File: config.mk
export PLATFORM = sky130hd
export DESIGN_NAME = mod_add
export DESIGN_NICKNAME = d
export VERILOG_FILES = /design/src/logic/ecc_alu_pkg.sv /design/src/logic/mod_add.sv
export SDC_FILE = /design/constraint.sdc
export NUM_CORES = 2
export LEC_CHECK = 0
export BUFFER_PORTS_ARGS = -buffer_cell sky130_fd_sc_hd__buf_2
export CAP_MARGIN = 20
export CORE_AREA = 2 2 400 402
export DETAILED_ROUTE_END_ITERATION = 10
export DIE_AREA = 0 0 402 404
export GPL_ROUTABILITY_DRIVEN = 1
export HOLD_SLACK_MARGIN = 0.1
export PLACE_DENSITY = 0.76
export SLEW_MARGIN = 20
export SYNTH_ARGS = -nofsm -noshare
export SYNTH_HDL_FRONTEND = slang
export SYNTH_SLANG_ARGS = --single-unit
File: constraint.sdc
create_clock -name clk -period 6.59 [get_ports clk]
set_clock_uncertainty 0.15 [all_clocks]
set_input_delay 0.659 -clock clk [delete_from_list [all_inputs] [get_ports clk]]
set_output_delay 0.659 -clock clk [all_outputs]
set_load 0.005 [all_outputs]
File: src/logic/ecc_alu_pkg.sv
package ecc_alu_pkg;

    ////////////////////////////////////////////////////////////////////////////
    // datapath sizing

    localparam int alu_width = 256;               // operand and result width
    localparam int cnt_width = $clog2(alu_width); // mont_mul bit counter

    ////////////////////////////////////////////////////////////////////////////
    // curve constants

    // p256 field prime
    localparam logic [alu_width-1:0] p256_mod =
        256'hffffffff_00000001_00000000_00000000_00000000_ffffffff_ffffffff_ffffffff;

    // 2^512 mod p256, montgomery normalization
    localparam logic [alu_width-1:0] p256_r2 =
        256'h00000004_fffffffd_ffffffff_fffffffe_fffffffb_ffffffff_00000000_00000003;

    // 2^255 - 19
    localparam logic [alu_width-1:0] x25519_mod =
        256'h7fffffff_ffffffff_ffffffff_ffffffff_ffffffff_ffffffff_ffffffff_ffffffed;

    localparam logic [alu_width-1:0] x25519_r2 = 256'd1444; // 2^512 mod 2^255-19

    ////////////////////////////////////////////////////////////////////////////
    // opcode[1:0] encodings

    localparam logic [1:0] op_add = 2'b00; // modular add with carry in
    localparam logic [1:0] op_mul = 2'b01; // montgomery mul plus normalize
    localparam logic [1:0] op_inv = 2'b10; // not served, error
    localparam logic [1:0] op_exp = 2'b11; // not served, error

    // sequencer states
    typedef enum logic [2:0] {
        st_idle,
        st_add,
        st_mul,   // first pass a*b*R^-1
        st_norm,  // second pass with R^2
        st_swap,
        st_err
    } alu_state_t;

    // host status, same code points as the old wrapper
    typedef enum logic [1:0] {
        stat_idle  = 2'b00,
        stat_busy  = 2'b01,
        stat_done  = 2'b10,
        stat_error = 2'b11
    } alu_status_t;

endpackage

File: src/logic/mod_add.sv
`timescale 1ns/1ps

module mod_add
    import ecc_alu_pkg::*;
(
    input  logic                 clk,
    input  logic                 rst,
    input  logic                 start,
    input  logic [alu_width-1:0] a,
    input  logic [alu_width-1:0] b,
    input  logic                 cin,
    input  logic [alu_width-1:0] m,
    output logic [alu_width-1:0] sum,
    output logic                 vld
);

    logic [alu_width:0]   sum_q;  // stage one, carry kept on top
    logic [alu_width-1:0] m_q;
    logic                 s1_vld;
    logic [alu_width:0]   diff;   // sum_q - m, msb is the borrow

    // sum_q < 2m, so a clear borrow leaves a result below m
    assign diff = sum_q - {1'b0, m_q};

    // pipeline valid bits
    always_ff @(posedge clk)
    begin
        if (rst)
        begin
            s1_vld <= 1'b0;
            vld    <= 1'b0;
        end
        else
        begin
            s1_vld <= start;
            vld    <= s1_vld; // two cycles after start
        end
    end

    always_ff @(posedge clk)
    begin
        if (start)
        begin
            sum_q <= {1'b0, a} + {1'b0, b} + {{alu_width{1'b0}}, cin}; // full width
            m_q   <= m;
        end
        if (s1_vld)
            sum <= diff[alu_width] ? sum_q[alu_width-1:0] : diff[alu_width-1:0];
    end

endmodule

After elaboration in Yosys (flattened, before gate mapping)
Cells that the tools add are included.
{ "op_classes": {"add_sub_neg": 3, "mux": 1} }
{ "ops": {"columns": ["operator", "n"], "rows": [
  ["$add A256 B256 Y257", 1],
  ["$add A257 B1 Y257", 1],
  ["$sub A257 B256 Y257", 1],
  ["$mux W256", 1]
]} }
{ "word_totals": {"regBits": 771, "input_bits": 772, "wordCells": 9} }

Depth between registers and ports, before layout
{ "logic_depth": {"ltp_word": 2, "depth_mapped": 19, "ltp_nobuf": 16} }

Worst setup path before layout
No wires, ideal clock.
{ "synth_path": {"kind": "flip-flop to flip-flop", "start": "register s1_vld", "end": "register sum[0] (enable)", "setup_ps": 643, "arrival_time_ps": 5895, "path_slack_ps": -98, "path_stages_with_launch": 1, "n_path_buf": 0, "synth_period_minus_slack_ps": 6688, "path_cell_list": "dfxtp_1"} }
{ "synth_lines": {"columns": ["element", "line", "rtl"], "rows": [
  ["start: declaration", "mod_add.sv:19", "logic s1_vld;"],
  ["start signal: assignment", "mod_add.sv:35", "s1_vld <= start;"],
  ["end signal: assignment", "mod_add.sv:48", "sum <= diff[alu_width] ? sum_q[alu_width-1:0] : diff[alu_width-1:0];"],
  ["end: declaration", "mod_add.sv:13", "output logic [alu_width-1:0] sum,"]
]} }
No word-level cell between the ends.

Worst setup path in the final report
{ "layout_path": {"start": "register sum_q[1]", "end": "register sum[133], data pin"} }
{ "layout_between": {"elab_chain_cells": 2} }
{ "layout_rtl": {"columns": ["element", "line", "rtl"], "rows": [
  ["start: declaration", "mod_add.sv:17", "logic [alu_width:0] sum_q;"],
  ["start signal: assignment", "mod_add.sv:44", "sum_q <= {1'b0, a} + {1'b0, b} + {{alu_width{1'b0}}, cin};"],
  ["$sub A257 B256 Y257", "mod_add.sv:23", "assign diff = sum_q - {1'b0, m_q};"],
  ["$mux W256", "mod_add.sv:48", null]
]} }
No other way between the ends.
A chain may end at the register's enable or synchronous reset.

==> qor.csv <==
stage,metric,value,unit
status,outcome,"finished, final reports clean",
cts,cts_inserted_buffers,91,
worst_setup_path,cp-end-kind,flip-flop,
timing,min_period_over_period,97.3,%
logic_synthesis,synth.avg_cell_area,8.63,um^2
logic_synthesis,synth.top_cells.by_count,"a21oi_1 (971), nand2_1 (780), edfxtp_1 (769)",
cells_and_area,final_cells,10966,
floorplan,core,158000,um^2
cells_and_area,layout-area-overhead-vs-synth,20.0,%
worst_setup_path,worstSetupStartpointType,flip-flop,
route,wire_per_inst,31.6,um
timing,fin_ws,178,ps
placement,io_buffers,1028,
placement,place_congestion,1.12,
worst_setup_path,worst_r2r_path_depth,15,
worst_setup_path,required,6920,ps
cells_and_area,fillers,15085,
worst_setup_path,worstPathArrival,6740,ps
floorplan,io_pins,1029,
timing,min_period,6410,ps
timing,totalNegativeSetupSlack,0,ps
cts,cts_num_sinks,771,
logic_synthesis,synthArstFlopShare,0,%
logic_synthesis,yosys_warnings,0,
hold_path,hold_depth,2,
cts,clk_pin_slew_worst_paths,60,ps
global_route,grt_start_max_net_pins,155,
timing,maxSlewHeadroom,20.3,%
logic_synthesis,synthFlopType,edfxtp_1,
global_route,grt_pass1_wl,478000,um
logic_synthesis,synth.distinct_cells,93,
placement,dp_slack,350,ps
logic_synthesis,ys_seq_area_share,35.1,%
placement,dp_cells,10534,
timing,max_freq,156,MHz
logic_synthesis,synth_area,65800,um^2
route,antenna_left,0,
floorplan,die_x,402,um
cts,cts.repair.resized,0,
logic_synthesis,synth-seq-cells,771,
timing,finalMaxSlewViolations,0,
logic_synthesis,syn_inst,7627,
hold_path,hp-class,primary input to flip-flop,
route,drc,0,
timing,report.final.hold_viol_count,0,
floorplan,fp.dieH,404,um
floorplan,row_count,146,
route,vias,69623,
route,drt_iter0_drc,10330,
cells_and_area,drive_above_1_share,15.6,%
cts,clk_path_buf_depth,3,
logic_synthesis,synth_top_cells_by_area,"edfxtp_1 (35%), ha_1 (9.7%), a21oi_1 (7.4%)",
logic_synthesis,synth.most_common_cell,a21oi_1,
cts,h-tree-depth,3,
run,drv_cap,0,
cts,cts_tree,done,
cts,clk_latency,760,ps
timing,setup_viol,0,
cts,cts_root_buf,clkbuf_16,
timing,rsz0062_at_grt,no,
pwr,pwr_density_cell,292,nW/um^2
logic_synthesis,synthesis.nets,8913,
global_route,antenna_found_initial,26,
global_route,grt_pass1_vias,65195,
pwr,leakagePower,32.2,nW
worst_setup_path,cp_max_fo,4,
logic_synthesis,synth_edf_count,769,
timing,worst_slew_pin_slew,1180,ps
route,firstDrtPassIters,8,
route,routed_wirelength,346000,um
logic_synthesis,synth_top_area_share,35.1,%
worst_setup_path,worst-setup-path-type,flip-flop to flip-flop,
route,viasPerCell,6.35,
global_route,overflow,0,
global_route,grt_usage,40.8,%
placement,hpwl,292000,um
logic_synthesis,yosysTopAreaCell,edfxtp_1,
floorplan,fp.dieArea,162000,um^2
floorplan,initial_core_util,41.7,%
cells_and_area,nets,10098,
pwr,vdd_ir_drop_max,0.221,mV
## through the flow
step	hold slack [ps]	utilization (%)	area [um^2]	total power (W)
CTS	189	50.0	79000	0.0226
finish	237	50.1	79000	0.0230
global placement	391	46.4	73300	0.0170
detailed placement	401	46.4	73300	0.0170
global route	193	50.0	79000	0.0238
floorplan	385	-	65800	0.0128
## path summary, 6_finish.rpt
| kind | end | start | slack, ps |
|---|---|---|---|
| setup / recovery | sum[133]$_DFFE_PP_ | sum_q[1]$_DFFE_PP_ | 180 |
| hold / removal | sum_q[0]$_DFFE_PP_ | cin | 240 |
| setup reg to reg | sum[133]$_DFFE_PP_ | sum_q[1]$_DFFE_PP_ | 180 |
| hold reg to reg | sum[19]$_DFFE_PP_ | sum_q[19]$_DFFE_PP_ | 380 |
## repair_timing
action	4_1_cts	5_1_grt
setup buffers	0	0
hold buffers	257	0
hold endpoints to repair	258	0
## cell usage in the layout (no fill, tap or decap), drive strengths merged, types with 30 or more instances in the layout
cell type	count
nand3	87
nor2	643
a31oi	73
clkinv	37
a21boi	61
nor3	159
nor4	58
edfxtp	769
or3	35
o211ai	30
clkbuf	103
and4	31
nor2b	33
a211oi	34
a21oi	972
o21a	94
ha	511
dlygate4sd3	257
o21bai	192
nand2	780
xnor2	303
a21o	260
nand4	298
o21ai	607
and2	32
nand2b	44
mux2	230
inv	447
buf	1143
o31ai	43
or2	46
xor2	188
## layer usage
metal	wire length [um]	GRT usage, %
met1	148000	57.7
met4	18900	18.4
met2	143000	59.1
met3	37000	9.06
met5	88	0
## kinds of logic after synthesis
kind of cell    synth area share (%)
simple gates                    16.2
fa+ha+maj                       9.80
compound gates                  23.8
xor+xnor                        6.53
flops                           35.1
buf+inv                         4.52
mux                             4.01
## critical path, cell delays in order, from the launching register on
cell	delay (ps)
edfxtp_1	420
ha_1	320
nor2b_1	150
o31a_1	340
o311ai_0	940
buf_4	270
a21o_1	170
a21oi_1	110
a21oi_1	370
o21ai_0	330
a31oi_1	650
o21ai_0	430
a31oi_1	680
o21ai_0	330
xor2_1	210
mux2_1	300
## registers in the layout (all words and copies together), names as in the netlist
| signal | count |
|---|---|
| m_q | 256 |
| vld | 1 |
| s1_vld | 1 |
| sum_q | 257 |
| sum | 256 |
## area by class of cell
| type | instances | area [um^2] | area share, % |
|---|---|---|---|
| clock buffer | 103 | 2360 | 2.99 |
| inverter | 440 | 1650 | 2.09 |
| multi-input combinational | 6108 | 39800 | 50.3 |
| sequential | 771 | 23100 | 29.3 |
| timing repair buffer | 1400 | 8700 | 11.0 |
| clock inverter | 63 | 761 | 0.963 |
| tap | 2072 | 2590 | 3.28 |
| antenna | 9 | 22.5 | 0.0285 |
## power breakdown
part | switching, W | leakage, nW | total [W] | internal (W)
clock | 0.00235 | 1.51 | 0.00546 | 0.00311
sequential | 0.000760 | 7.44 | 0.00724 | 0.00648
combinational | 0.00670 | 23.3 | 0.0103 | 0.00364
Power figures use the tool's default switching activity.
